File: src/common/rvc_pkg.sv
package rvc_pkg;

	// ##########################################################
	// Vector types.
	typedef logic [31:0] word_t;
	typedef logic [31:0] addr_t;
	typedef logic [4:0] reg_idx_t;
	typedef logic [3:0] strb_t;
	typedef logic [6:0] opcode_t;

	localparam addr_t reset_pc = 32'h0000_0000;
	localparam int io_delay_stages = 4;
	localparam int num_regs = 32;

	// Major opcodes of the supported subset.
	localparam opcode_t opc_lui = 7'b0110111;
	localparam opcode_t opc_op_imm = 7'b0010011;
	localparam opcode_t opc_op = 7'b0110011;
	localparam opcode_t opc_load = 7'b0000011;
	localparam opcode_t opc_store = 7'b0100011;
	localparam opcode_t opc_branch = 7'b1100011;
	localparam opcode_t opc_jal = 7'b1101111;

	// ##########################################################
	// Enums.
	typedef enum logic [2:0] {
		alu_add,
		alu_sub,
		alu_and,
		alu_or,
		alu_xor,
		alu_pass
	} alu_op_t;

	typedef enum logic [2:0] {
		class_alu_reg,
		class_alu_imm,
		class_lui,
		class_load,
		class_store,
		class_branch,
		class_jal,
		class_trap
	} op_class_t;

	typedef enum logic [3:0] {
		st_fetch_addr,
		st_fetch_data,
		st_execute,
		st_load_addr,
		st_load_data,
		st_store_addr,
		st_store_resp,
		st_writeback,
		st_halted
	} seq_state_t;

endpackage

File: src/core/core_bus_sequencer.sv
`timescale 1ns/1ns

module core_bus_sequencer (
	input  logic               clk,
	input  logic               reset,
	output logic               awvalid,
	input  logic               awready,
	output rvc_pkg::addr_t     awaddr,
	output logic               wvalid,
	input  logic               wready,
	output rvc_pkg::word_t     wdata,
	output rvc_pkg::strb_t     wstrb,
	input  logic               bvalid,
	output logic               bready,
	output logic               arvalid,
	input  logic               arready,
	output rvc_pkg::addr_t     araddr,
	input  logic               rvalid,
	output logic               rready,
	input  rvc_pkg::word_t     rdata,
	output rvc_pkg::word_t     instr,
	output rvc_pkg::addr_t     pc,
	input  rvc_pkg::op_class_t op_class,
	input  rvc_pkg::word_t     result,
	input  rvc_pkg::addr_t     next_pc,
	input  rvc_pkg::addr_t     mem_addr,
	input  rvc_pkg::word_t     src2,
	output logic               we,
	output rvc_pkg::word_t     wd,
	output logic               trap
);
	import rvc_pkg::*;

	seq_state_t state;
	word_t load_data;
	logic aw_fin;
	logic w_fin;

	// A store channel is finished once its valid is low or accepted now.
	assign aw_fin = !awvalid || awready;
	assign w_fin = !wvalid || wready;
	assign wstrb = {$bits(strb_t){wvalid}};

	assign we = (state == st_writeback) &&
		(op_class inside {class_alu_reg, class_alu_imm, class_lui, class_load, class_jal});
	assign wd = (op_class == class_load) ? load_data : result;

	always_ff @(posedge clk) begin
		if (reset) begin
			state <= st_fetch_addr;
			pc <= reset_pc;
			arvalid <= 1'b0;
			rready <= 1'b0;
			awvalid <= 1'b0;
			wvalid <= 1'b0;
			bready <= 1'b0;
			trap <= 1'b0;
		end else begin
			case (state)
			st_fetch_addr, st_load_addr: begin
				if (!arvalid) begin
					arvalid <= 1'b1;
					araddr <= (state == st_fetch_addr) ? pc : mem_addr;
				end else if (arready) begin
					arvalid <= 1'b0;
					rready <= 1'b1;
					state <= (state == st_fetch_addr) ? st_fetch_data : st_load_data;
				end
			end
			st_fetch_data: begin
				if (rvalid) begin
					rready <= 1'b0;
					instr <= rdata;
					state <= st_execute;
				end
			end
			st_execute: begin
				case (op_class)
				class_load: state <= st_load_addr;
				class_store: begin
					awvalid <= 1'b1;
					wvalid <= 1'b1;
					awaddr <= mem_addr;
					wdata <= src2;
					state <= st_store_addr;
				end
				class_trap: begin
					trap <= 1'b1;
					state <= st_halted;
				end
				default: state <= st_writeback;
				endcase
			end
			st_load_data: begin
				if (rvalid) begin
					rready <= 1'b0;
					load_data <= rdata;
					state <= st_writeback;
				end
			end
			st_store_addr: begin
				if (awready) begin
					awvalid <= 1'b0;
				end
				if (wready) begin
					wvalid <= 1'b0;
				end
				if (aw_fin && w_fin) begin
					bready <= 1'b1;
					state <= st_store_resp;
				end
			end
			st_store_resp: begin
				if (bvalid) begin
					bready <= 1'b0;
					state <= st_writeback;
				end
			end
			st_writeback: begin
				pc <= next_pc;
				state <= st_fetch_addr;
			end
			default: state <= st_halted;
			endcase
		end
	end

	// ##########################################################
	// Bus checks.
	property valid_held(logic valid, logic ready);
		@(posedge clk) disable iff (reset) valid && !ready |=> valid;
	endproperty

	assert property (valid_held(arvalid, arready));
	assert property (valid_held(awvalid, awready));
	assert property (valid_held(wvalid, wready));

	// Halt is final until the next reset.
	assert property (@(posedge clk) disable iff (reset) trap |=> trap);
endmodule

File: src/core/core_decode.sv
`timescale 1ns/1ns

module core_decode (
	input  rvc_pkg::word_t    instr,
	output rvc_pkg::reg_idx_t rs1,
	output rvc_pkg::reg_idx_t rs2,
	output rvc_pkg::reg_idx_t rd,
	output rvc_pkg::word_t    imm,
	output rvc_pkg::op_class_t op_class,
	output rvc_pkg::alu_op_t  alu_op
);
	import rvc_pkg::*;

	opcode_t opcode;
	logic [2:0] funct3;
	logic [6:0] funct7;

	assign opcode = instr[6:0];
	assign funct3 = instr[14:12];
	assign funct7 = instr[31:25];
	assign rs1 = instr[19:15];
	assign rs2 = instr[24:20];
	assign rd = instr[11:7];

	always_comb begin
		imm = {{20{instr[31]}}, instr[31:20]};
		op_class = class_trap;
		alu_op = alu_add;
		case (opcode)
		opc_lui: begin
			imm = {instr[31:12], 12'b0};
			op_class = class_lui;
			alu_op = alu_pass;
		end
		opc_op_imm: begin
			op_class = class_alu_imm;
			case (funct3)
			3'b000: alu_op = alu_add;
			3'b100: alu_op = alu_xor;
			3'b110: alu_op = alu_or;
			3'b111: alu_op = alu_and;
			default: op_class = class_trap;
			endcase
		end
		opc_op: begin
			op_class = class_alu_reg;
			case ({funct7, funct3})
			{7'b0000000, 3'b000}: alu_op = alu_add;
			{7'b0100000, 3'b000}: alu_op = alu_sub;
			{7'b0000000, 3'b100}: alu_op = alu_xor;
			{7'b0000000, 3'b110}: alu_op = alu_or;
			{7'b0000000, 3'b111}: alu_op = alu_and;
			default: op_class = class_trap;
			endcase
		end
		opc_load: begin
			if (funct3 == 3'b010) begin
				op_class = class_load;
			end
		end
		opc_store: begin
			imm = {{20{instr[31]}}, instr[31:25], instr[11:7]};
			if (funct3 == 3'b010) begin
				op_class = class_store;
			end
		end
		opc_branch: begin
			imm = {{20{instr[31]}}, instr[7], instr[30:25], instr[11:8], 1'b0};
			op_class = class_branch;
			// BEQ tests equality through sub. BNE uses xor.
			if (funct3 == 3'b000) begin
				alu_op = alu_sub;
			end else if (funct3 == 3'b001) begin
				alu_op = alu_xor;
			end else begin
				op_class = class_trap;
			end
		end
		opc_jal: begin
			imm = {{12{instr[31]}}, instr[19:12], instr[20], instr[30:21], 1'b0};
			op_class = class_jal;
		end
		default: op_class = class_trap;
		endcase
	end
endmodule

File: src/core/core_execute.sv
`timescale 1ns/1ns

module core_execute (
	input  rvc_pkg::op_class_t op_class,
	input  rvc_pkg::alu_op_t   alu_op,
	input  rvc_pkg::word_t     src1,
	input  rvc_pkg::word_t     src2,
	input  rvc_pkg::word_t     imm,
	input  rvc_pkg::addr_t     pc,
	output rvc_pkg::word_t     result,
	output rvc_pkg::addr_t     next_pc,
	output rvc_pkg::addr_t     mem_addr
);
	import rvc_pkg::*;

	word_t operand_b;
	word_t alu_out;
	addr_t pc_plus4;
	addr_t target;
	logic taken;

	assign operand_b = (op_class == class_alu_reg || op_class == class_branch) ? src2 : imm;

	always_comb begin
		case (alu_op)
		alu_add: alu_out = src1 + operand_b;
		alu_sub: alu_out = src1 - operand_b;
		alu_and: alu_out = src1 & operand_b;
		alu_or: alu_out = src1 | operand_b;
		alu_xor: alu_out = src1 ^ operand_b;
		alu_pass: alu_out = operand_b;
		default: alu_out = src1 + operand_b;
		endcase
	end

	assign pc_plus4 = pc + 32'd4;
	assign target = pc + imm;

	// Zero result means equal for both sub (BEQ) and xor (BNE).
	assign taken = (op_class == class_branch) && ((alu_out == '0) == (alu_op == alu_sub));

	assign result = (op_class == class_jal) ? pc_plus4 : alu_out;
	assign next_pc = (taken || op_class == class_jal) ? target : pc_plus4;
	assign mem_addr = src1 + imm;
endmodule

File: src/core/core_result.sv
`timescale 1ns/1ns

module core_result (
	input  logic              clk,
	input  logic              reset,
	input  rvc_pkg::reg_idx_t rs1,
	input  rvc_pkg::reg_idx_t rs2,
	input  rvc_pkg::reg_idx_t rd,
	input  logic              we,
	input  rvc_pkg::word_t    wd,
	output rvc_pkg::word_t    src1,
	output rvc_pkg::word_t    src2
);
	import rvc_pkg::*;

	word_t regs [num_regs];

	always_ff @(posedge clk) begin
		if (reset) begin
			for (int i = 0; i < num_regs; i++) begin
				regs[i] <= '0;
			end
		end else if (we && rd != '0) begin
			// x0 is never written so it keeps its cleared value.
			regs[rd] <= wd;
		end
	end

	assign src1 = regs[rs1];
	assign src2 = regs[rs2];
endmodule

File: src/hw/io_delay.sv
`timescale 1ns/1ns

module io_delay #(
	parameter int width = 1
) (
	input  logic             clk,
	input  logic [width-1:0] d,
	output logic [width-1:0] q
);
	import rvc_pkg::*;

	logic [width-1:0] stage [io_delay_stages];

	always_ff @(posedge clk) begin
		stage[0] <= d;
		for (int i = 1; i < io_delay_stages; i++) begin
			stage[i] <= stage[i-1];
		end
	end

	assign q = stage[io_delay_stages-1];
endmodule

File: src/hw/retimed_top.sv
`timescale 1ns/1ns

module retimed_top (
	input  logic           clk,
	input  logic           reset,
	output logic           awvalid,
	input  logic           awready,
	output rvc_pkg::addr_t awaddr,
	output logic           wvalid,
	input  logic           wready,
	output rvc_pkg::word_t wdata,
	output rvc_pkg::strb_t wstrb,
	input  logic           bvalid,
	output logic           bready,
	output logic           arvalid,
	input  logic           arready,
	output rvc_pkg::addr_t araddr,
	input  logic           rvalid,
	output logic           rready,
	input  rvc_pkg::word_t rdata,
	output logic           trap
);
	import rvc_pkg::*;

	logic core_reset;
	logic core_awvalid;
	logic core_awready;
	addr_t core_awaddr;
	logic core_wvalid;
	logic core_wready;
	word_t core_wdata;
	strb_t core_wstrb;
	logic core_bvalid;
	logic core_bready;
	logic core_arvalid;
	logic core_arready;
	addr_t core_araddr;
	logic core_rvalid;
	logic core_rready;
	word_t core_rdata;
	logic core_trap;

	word_t instr;
	addr_t pc;
	reg_idx_t rs1;
	reg_idx_t rs2;
	reg_idx_t rd;
	word_t imm;
	op_class_t op_class;
	alu_op_t alu_op;
	word_t src1;
	word_t src2;
	word_t result;
	addr_t next_pc;
	addr_t mem_addr;
	logic we;
	word_t wd;

	// ##########################################################
	// Retiming on every port, inputs first.
	io_delay #(.width(1)) delay_reset (.clk(clk), .d(reset), .q(core_reset));
	io_delay #(.width(1)) delay_awready (.clk(clk), .d(awready), .q(core_awready));
	io_delay #(.width(1)) delay_wready (.clk(clk), .d(wready), .q(core_wready));
	io_delay #(.width(1)) delay_bvalid (.clk(clk), .d(bvalid), .q(core_bvalid));
	io_delay #(.width(1)) delay_arready (.clk(clk), .d(arready), .q(core_arready));
	io_delay #(.width(1)) delay_rvalid (.clk(clk), .d(rvalid), .q(core_rvalid));
	io_delay #(.width(32)) delay_rdata (.clk(clk), .d(rdata), .q(core_rdata));

	io_delay #(.width(1)) delay_awvalid (.clk(clk), .d(core_awvalid), .q(awvalid));
	io_delay #(.width(32)) delay_awaddr (.clk(clk), .d(core_awaddr), .q(awaddr));
	io_delay #(.width(1)) delay_wvalid (.clk(clk), .d(core_wvalid), .q(wvalid));
	io_delay #(.width(32)) delay_wdata (.clk(clk), .d(core_wdata), .q(wdata));
	io_delay #(.width(4)) delay_wstrb (.clk(clk), .d(core_wstrb), .q(wstrb));
	io_delay #(.width(1)) delay_bready (.clk(clk), .d(core_bready), .q(bready));
	io_delay #(.width(1)) delay_arvalid (.clk(clk), .d(core_arvalid), .q(arvalid));
	io_delay #(.width(32)) delay_araddr (.clk(clk), .d(core_araddr), .q(araddr));
	io_delay #(.width(1)) delay_rready (.clk(clk), .d(core_rready), .q(rready));
	io_delay #(.width(1)) delay_trap (.clk(clk), .d(core_trap), .q(trap));

	// ##########################################################
	// Core.
	core_decode decode (
		.instr   (instr),
		.rs1     (rs1),
		.rs2     (rs2),
		.rd      (rd),
		.imm     (imm),
		.op_class(op_class),
		.alu_op  (alu_op)
	);

	core_execute execute (
		.op_class(op_class),
		.alu_op  (alu_op),
		.src1    (src1),
		.src2    (src2),
		.imm     (imm),
		.pc      (pc),
		.result  (result),
		.next_pc (next_pc),
		.mem_addr(mem_addr)
	);

	core_result regfile (
		.clk  (clk),
		.reset(core_reset),
		.rs1  (rs1),
		.rs2  (rs2),
		.rd   (rd),
		.we   (we),
		.wd   (wd),
		.src1 (src1),
		.src2 (src2)
	);

	core_bus_sequencer sequencer (
		.clk     (clk),
		.reset   (core_reset),
		.awvalid (core_awvalid),
		.awready (core_awready),
		.awaddr  (core_awaddr),
		.wvalid  (core_wvalid),
		.wready  (core_wready),
		.wdata   (core_wdata),
		.wstrb   (core_wstrb),
		.bvalid  (core_bvalid),
		.bready  (core_bready),
		.arvalid (core_arvalid),
		.arready (core_arready),
		.araddr  (core_araddr),
		.rvalid  (core_rvalid),
		.rready  (core_rready),
		.rdata   (core_rdata),
		.instr   (instr),
		.pc      (pc),
		.op_class(op_class),
		.result  (result),
		.next_pc (next_pc),
		.mem_addr(mem_addr),
		.src2    (src2),
		.we      (we),
		.wd      (wd),
		.trap    (core_trap)
	);
endmodule

File: config.mk
export PLATFORM = sky130hd
export DESIGN_NAME = retimed_top
export DESIGN_NICKNAME = d
export VERILOG_FILES = /design/src/common/rvc_pkg.sv /design/src/core/core_bus_sequencer.sv /design/src/core/core_decode.sv /design/src/core/core_execute.sv /design/src/core/core_result.sv /design/src/hw/io_delay.sv /design/src/hw/retimed_top.sv
export SDC_FILE = /design/constraint.sdc
export NUM_CORES = 2
export LEC_CHECK = 0
export BUFFER_PORTS_ARGS = -buffer_cell sky130_fd_sc_hd__buf_2
export CAP_MARGIN = 25
export CORE_MARGIN = 3
export CORE_UTILIZATION = 25
export CTS_BUF_LIST = sky130_fd_sc_hd__clkbuf_4
export CTS_CLUSTER_SIZE = 24
export DETAILED_ROUTE_END_ITERATION = 10
export PLACE_DENSITY_LB_ADDON = 0.15
export RECOVER_POWER = 100
export SKIP_LAST_GASP = 1
export SYNTH_ARGS = -nofsm -noshare
export SYNTH_HDL_FRONTEND = slang
export SYNTH_SLANG_ARGS = --single-unit
export TNS_END_PERCENT = 10
File: constraint.sdc
create_clock -name clk -period 8.8 [get_ports clk]
set_clock_uncertainty 0.1 [all_clocks]
set_input_delay 0.44 -clock clk [delete_from_list [all_inputs] [get_ports clk]]
set_output_delay 0.44 -clock clk [all_outputs]
set_load 0.01 [all_outputs]
Yosys cells after proc, flatten, opt, wreduce, memory -nomap -nowiden:

Memories as Yosys holds them, arrays and structs flattened. A register that Yosys moved wholly into a read port is not among the register bits.
Index checks and enable logic that the tools add are counted.

* flip-flop bits (word level): 202
* memory bits (writable): 1600
* input port bits: 39
* word-level logic and storage cells: 174
* memories kept: 18

Memories
* regfile.regs: depth 32, bits a word 32, read ports 2, clocked after memory_dff 2, wr ports 32, RTL line core_result.sv:16 `word_t regs [num_regs];`
* delay_araddr.stage: depth 4, bits a word 32, read ports 4, clocked after memory_dff 0, wr ports 4, RTL line io_delay.sv:12 `logic [width-1:0] stage [io_delay_stages];`
* delay_awaddr.stage: depth 4, bits a word 32, read ports 4, clocked after memory_dff 0, wr ports 4, RTL line io_delay.sv:12
* delay_rdata.stage: depth 4, bits a word 32, read ports 4, clocked after memory_dff 0, wr ports 4, RTL line io_delay.sv:12
* delay_wdata.stage: depth 4, bits a word 32, read ports 4, clocked after memory_dff 0, wr ports 4, RTL line io_delay.sv:12
* delay_wstrb.stage: depth 4, bits a word 4, read ports 4, clocked after memory_dff 0, wr ports 4, RTL line io_delay.sv:12
* 12 more memories

* add/sub/neg operators: 5
* eq/ne operators: 46
* mux-type cells: 52
* bitwise logic cells: 5
* reduce and logical (&&, ||, !) cells: 35

Operator list (number)
* 32-bit 2-to-1 mux: 6
* 32-bit one-hot mux with 5 select lines: 1
* 31-bit one-hot mux with 4 select lines: 1
* 32-bit adder: 3
* 32-bit by 3-bit adder with 32-bit output, second input constant: 1
* 32-bit bitwise AND: 1
* 32-bit logical NOT: 1
* 32-bit OR: 1
* 32-bit OR reduction: 1
* 32-bit subtractor: 1
* 32-bit bitwise XOR: 1
* 10-bit by 3-bit == test with 1-bit output, second input constant: 3
* 4-bit one-hot mux with 7 select lines: 1
* 3-bit == test, second input constant: 9
* 4-bit 2-to-1 mux: 6
* 3-bit one-hot mux with 4 select lines: 2
* 7-bit by 6-bit == test with 1-bit output, second input constant: 3
* 3-bit 2-to-1 mux: 7
* 3-bit one-hot mux with 7 select lines: 1
* 3-bit AND reduction: 7
* 4-bit by 3-bit == test with 1-bit output, second input constant: 4
* 1-bit 2-to-1 mux: 16
* 3-bit by 2-bit == test with 1-bit output, second input constant: 5
* 5-bit 2-to-1 mux: 3
* other kinds (29): 58

Depth between registers and ports, before layout:

* word-level depth: 14
* mapped depth: 39
* depth with buffers taken out: 32

By module:

Synthesis repeated with hierarchy kept, for this count alone.

* cells, all modules: 7187
* area total of the unflattened synthesis: 85552.1 µm²

By module, submodules not included
* core_result: instances 1, cells an instance 4605, area each 55927.4 µm², sequential area each 30749.5 µm²
* io_delay at delay_araddr ...: instances 4, cells an instance 128, area each 2562.5 µm², sequential area each 2562.5 µm²
* core_execute: instances 1, cells an instance 1428, area each 9872.0 µm², sequential area each 0.0 µm²
* core_bus_sequencer: instances 1, cells an instance 459, area each 7360.8 µm², sequential area each 5645.4 µm²
* io_delay at delay_arready ...: instances 12, cells an instance 4, area each 80.1 µm², sequential area each 80.1 µm²
* core_decode: instances 1, cells an instance 119, area each 860.8 µm², sequential area each 0.0 µm²
* io_delay at delay_wstrb: instances 1, cells an instance 16, area each 320.3 µm², sequential area each 320.3 µm²

Worst setup path before layout:

Ideal clock, no wire load.

* path type: flip-flop to flip-flop
* start point: register sequencer.instr[12]
* end point: register sequencer.pc[5]
* library setup time: 134 ps
* arrival time: 7646 ps
* required time: 8566 ps
* setup slack: 920 ps
* cell stages (with the launch flop): 32
* clock period less this slack: 7880 ps
* path through: edfxtp_1 clkbuf_1 nand4bb_1 o211a_1 or3_1 a2111oi_4 buf_6 buf_6 clkbuf_1 nor2_1 or2_2 ha_1 nand2_1 o21ai_0 fa_1 nand2b_1 a21oi_1 o211ai_1 a31oi_1 a21oi_1 o31ai_1 a211oi_1 o21ai_0 a21oi_1 xnor2_1 a221o_1 nor4_2 mux2_4 or2_1 buf_4 and3_1 or4_1

* longest elaborated chain between the ends: 14
* elaborated cells between the ends (all ways): 47

RTL lines
* from (decl): RTL line core_bus_sequencer.sv:21 `output rvc_pkg::word_t instr,`
* from (signal assigned): RTL line core_bus_sequencer.sv:73 `instr <= rdata;`
* 10-bit by 9-bit == test with 1-bit output, or another cell as far along: RTL line core_decode.sv:47 `case ({funct7, funct3})`
* 5-bit OR reduction (no source line), or another cell as far along
* 3-bit 2-to-1 mux (on tied branches): RTL line core_decode.sv:47, core_decode.sv:37, core_decode.sv:71
* 3-bit one-hot mux with 7 select lines: RTL line core_decode.sv:29 `case (opcode)`
* 3-bit == test or 3-bit logical NOT (tied branches): RTL line core_execute.sv:22, core_execute.sv:40
* 1-bit logical OR: RTL line core_execute.sv:22 `assign operand_b = (op_class == class_alu_reg || op_class == class_branch) ? src2 : imm;`
* 32-bit 2-to-1 mux: RTL line core_execute.sv:22
* 32-bit adder, or another cell as far along: RTL line core_execute.sv:26, core_execute.sv:32
* 32-bit one-hot mux with 5 select lines: RTL line core_execute.sv:25 `case (alu_op)`
* 32-bit logical NOT: RTL line core_execute.sv:40 `assign taken = (op_class == class_branch) && ((alu_out == '0) == (alu_op == alu_sub));`
* 1-bit == test: RTL line core_execute.sv:40
* 1-bit logical AND: RTL line core_execute.sv:40
* 1-bit logical OR *: RTL line core_execute.sv:43 `assign next_pc = (taken || op_class == class_jal) ? target : pc_plus4;`
* 32-bit 2-to-1 mux *: RTL line core_execute.sv:43
* to (signal assigned): RTL line core_bus_sequencer.sv:51 `pc <= reset_pc;`
* to (signal assigned): RTL line core_bus_sequencer.sv:120 `pc <= next_pc;`
* to (decl): RTL line core_bus_sequencer.sv:22 `output rvc_pkg::addr_t pc,`

Mark *: on every way between the ends. The rest lies on a longest branch, timed or not.
A chain may end at the register's enable or synchronous reset.

==> flow_results.org <==
** Routing
- After detailed routing, the number of remaining DRC violations is 0.
- The final route contains 56,900 vias.
- Summed over all layers, the routed wires come to 346,000 um.
- In the routed layout, each cell is associated on average with a via count of 5.00.
- DR WL/cell :: 30.4 um
- Once detail routing completed, the nets flagged for antenna violations numbered 0.
- The first TritonRoute pass finished after 8 iterations.
- Number of DRC markers in iteration 0 :: 6,541

** Global routing
- Summed over all layers, the global routing overflow is 0.
- GRT Util Overall :: 0.206
- Met3 demand-to-capacity share in global routing :: 0.0365
- Most crowded layer after global routing :: met2
- In the global route stage, met1 resource usage came out at 0.268.
- Maximum number of pins on one net before global-route repair :: 77
- The number of antenna violations at the first check in global routing is 26.
- The first global-routing pass estimated 470,000 um of wire.
- Via count of the first global-routing pass :: 56,900
- For this run, global-route usage on met2 was measured as 0.339.

** Placement
- Detailed placement ended at an HPWL of 226,000 um.
- The placed instances occupy a cell area of 88,300 um2.
- Number of port buffers :: 144
- Routability cong. :: 0.888

** Yosys
- Leading register cell type out of synthesis :: sky130_fd_sc_hd__edfxtp_1
- The share of synthesized area in the top cell type comes to 0.443.
- The synthesized netlist occupies a cell area of 80,200 um2.
- Counting instances in the post-synthesis netlist gives the leading cell types as sky130_fd_sc_hd__nor2_1, sky130_fd_sc_hd__edfxtp_1, sky130_fd_sc_hd__dfxtp_1, sky130_fd_sc_hd__mux4_2, sky130_fd_sc_hd__clkbuf_1.
- Most frequent cell after synthesis :: sky130_fd_sc_hd__nor2_1
- Number of instances in the synthesized netlist :: 5,983
- Fraction of registers with async set/reset :: 0
- By area the synthesized netlist is led by sky130_fd_sc_hd__edfxtp_1, sky130_fd_sc_hd__dfxtp_1, sky130_fd_sc_hd__mux4_2.
- In this run, distinct cell masters in the synthesized netlist total 99.
- Flop and latch count out of synthesis :: 1,796
- Average instance area after synthesis :: 13.4 um2
- Fraction of the yosys area taken by sequential cells :: 0.596
- Counting flops with a built-in enable in the synthesized netlist gives 1,184.
- Synth area leader :: sky130_fd_sc_hd__edfxtp_1
- Count of warnings emitted by yosys :: 0

** Setup path
- For the worst setup path, the data arrival time is 9.54 ns.
- At the worst endpoint, the required time is 9.58 ns.
- Traced cell by cell, the critical path runs through clkbuf_1 > clkbuf_1 > nand2b_1 > clkbuf_2.
- Slowest stage cell on the critical path :: sky130_fd_sc_hd__clkbuf_1
- Worst stage delay on the critical path :: 2.53 ns
- Kind of critical path :: reg -> reg
- Counting stages on the worst path, the most repeated cell is sky130_fd_sc_hd__clkbuf_1.
- The worst setup path is captured at a register.
- Among cell families on the critical path, the largest total delay comes from buffers and inverters.
- Together, buffers and inverters on the worst path number 3.
- In this run the worst path has a maximum fanout of 56.
- Nature of the critical path startpoint :: register

** Final layout
- Fillers :: 32,600
- In the final layout, the share of cells above drive strength 1 is 0.258.
- The finished cells cover 94,700 um2.
- Layout overhead on the synthesized area :: 18.0%
- At the end of the flow the core is filled with cells to 0.297.
- After the last flow step, the layout net total stands at 6,891.

** Clock network
- The clock tree synthesis step divided the H-tree into 5 levels.
- Counting the buffers created by CTS gives 483.
- CTS max path bufs :: 4
- CTS Root Buffer Type :: sky130_fd_sc_hd__clkbuf_4
- Clock-pin slew was measured on the worst setup and hold paths at 0.07 ns.
- Sink count of the clock tree :: 1,796
- The later pin in the worst-skew pair is clocked with a latency of 1.43 ns.
- TritonCTS built the clock tree.

** Outcome
- Violated checks :: capacitance limit, slew limit
- The flow ran to the end, but the final reports show violations.

** Timing
- Final critical-path required period :: 8.76 ns
- Of the available clock period, the critical path in the final layout requires 0.996.
- Worst relative slew slack :: -1.29
- Final number of hold-violating endpoints :: 0
- Setup violations remaining at the end of the flow were counted as 0.
- Setup repair after global routing left no endpoint under its margin.
- The number of pins exceeding their max-slew limit in the final report is 1,790.
- At the pin with the least slew margin, the transition time is 3.44 ns.
- FMAX :: 0.114 GHz

** Die
- Chip Width :: 573 um
- Chip height :: 573 um
- Initial core utilization :: 0.252
- Standard-cell rows :: 207
- The core region is 319,000 um2.
- The die covers 328,000 um2.
- Number of top-level pins :: 145

** Job
- Max cap viols :: 70

** Power
- Static power due to leakage :: 35.0 nW
- Dividing total power by cell area gives a power density of 257 nW/um2.
- VDD sags by at most 0.140 mV.

** Min path
- Type of the tightest min-delay check :: reg -> reg
## cells by family (layout without fill, tap and decap cells)
family / count (synthesis) / in the layout / share of synthesized area
adder cells (fa/ha/maj): 169 / 169 / 0.0266
buffers and inverters: 590 / 1648 / 0.0306
XOR/XNOR: 136 / 136 / 0.0148
other: 1 / 50 / 0.0000467
AO/OA/AOI/OAI: 623 / 623 / 0.0525
flip-flops: 1796 / 1796 / 0.596
AND/OR/NAND/NOR: 1942 / 1942 / 0.104
multiplexers: 726 / 726 / 0.176
## through the flow
step           setup TNS (ns)  total power, W  setup slack (ns)  hold WS, ns  cells
6_report                    0          0.0243            0.0350        0.155  11400
5_1_grt                     0          0.0256            0.0235       0.0559  11400
4_1_cts                     0          0.0248             0.263     0.000542  11300
3_5_place_dp           -0.202          0.0171           -0.0805        0.212  10400
3_3_place_gp           -0.651          0.0171            -0.163        0.210  10400
2_1_floorplan               0          0.0140             0.920        0.210   6014
## area by class of cell
class	count	area [um2]	area share
inverters	138	518	0.00547
flip-flops and latches	1796	47800	0.505
multi-input cells	3628	30300	0.320
clock buffers	708	5320	0.0561
diodes	18	45.0	0.000476
clock inverters	166	907	0.00958
well taps	4284	5360	0.0566
repair buffers	636	4370	0.0462
## power breakdown
group          total, W  internal, W  switching, W
Clock           0.00757      0.00389       0.00368
Sequential      0.00992      0.00962      0.000300
Combinational   0.00686      0.00218       0.00468
## flip-flops by register name, indices dropped and copies added (netlist names), 128 cells and up, named ones only
name	count
regfile.regs	1024
delay_awaddr.stage	128
delay_rdata.stage	128
delay_araddr.stage	128
delay_wdata.stage	128
## layout by cell type, fill, tap and decap left out, types with 24 or more instances in the layout
master,synthesis,final
sky130_fd_sc_hd__nor2_1,1195,1194
sky130_fd_sc_hd__a221oi_1,25,25
sky130_fd_sc_hd__a21oi_1,135,124
sky130_fd_sc_hd__and3_1,40,40
sky130_fd_sc_hd__nand2_1,309,285
sky130_fd_sc_hd__clkbuf_2,0,41
sky130_fd_sc_hd__conb_1,1,32
sky130_fd_sc_hd__a22oi_1,60,60
sky130_fd_sc_hd__clkinv_1,1,121
sky130_fd_sc_hd__dlygate4sd3_1,0,83
sky130_fd_sc_hd__nand3_1,90,88
sky130_fd_sc_hd__buf_4,30,259
sky130_fd_sc_hd__mux4_2,542,542
sky130_fd_sc_hd__nand4_1,26,26
sky130_fd_sc_hd__mux2_2,46,41
sky130_fd_sc_hd__dfxtp_1,612,602
sky130_fd_sc_hd__clkbuf_1,331,184
sky130_fd_sc_hd__a211oi_1,31,31
sky130_fd_sc_hd__inv_1,136,135
sky130_fd_sc_hd__mux2i_1,137,134
sky130_fd_sc_hd__buf_2,45,39
sky130_fd_sc_hd__nand2b_1,53,46
sky130_fd_sc_hd__o21ai_0,121,118
sky130_fd_sc_hd__nor3_1,83,80
sky130_fd_sc_hd__xor2_1,33,33
sky130_fd_sc_hd__ha_1,166,166
sky130_fd_sc_hd__edfxtp_1,1184,1184
sky130_fd_sc_hd__clkinv_2,0,25
sky130_fd_sc_hd__xnor2_1,103,103
sky130_fd_sc_hd__nor2b_1,25,24
sky130_fd_sc_hd__nand2_2,1,25
sky130_fd_sc_hd__a31oi_1,47,47
sky130_fd_sc_hd__clkbuf_4,0,714
## final timing paths
kind                                            from                        to  slack (ns)  depth (start not counted)
worst max-delay path            delay_reset.stage[3]      regfile.regs[19][28]        0.04                          4
worst min-delay path             sequencer.wdata[11]  delay_wdata.stage[0][11]        0.15                          0
worst max register to register  delay_reset.stage[3]      regfile.regs[19][28]        0.04                          4
worst min register to register   sequencer.wdata[11]  delay_wdata.stage[0][11]        0.15                          0
## repair_timing
action | 4_1_cts | 5_1_grt
resized for setup | 0 | 11
hold endpoints to repair | 38 | 0
gates cloned | 0 | 1
setup endpoints to repair | 15 | 12
hold buffers | 83 | 0
setup buffers | 2 | 11
## layer usage
metal  wire length [um]  share of wire  vias up
met4              15500          0.045       16
met5                103        0.00030        -
met2             163000           0.47     2807
met3              25700          0.074      684
li1                   -              -    24000
met1             142000           0.41    29500
Note: power is estimated with default switching activity, not from simulation.
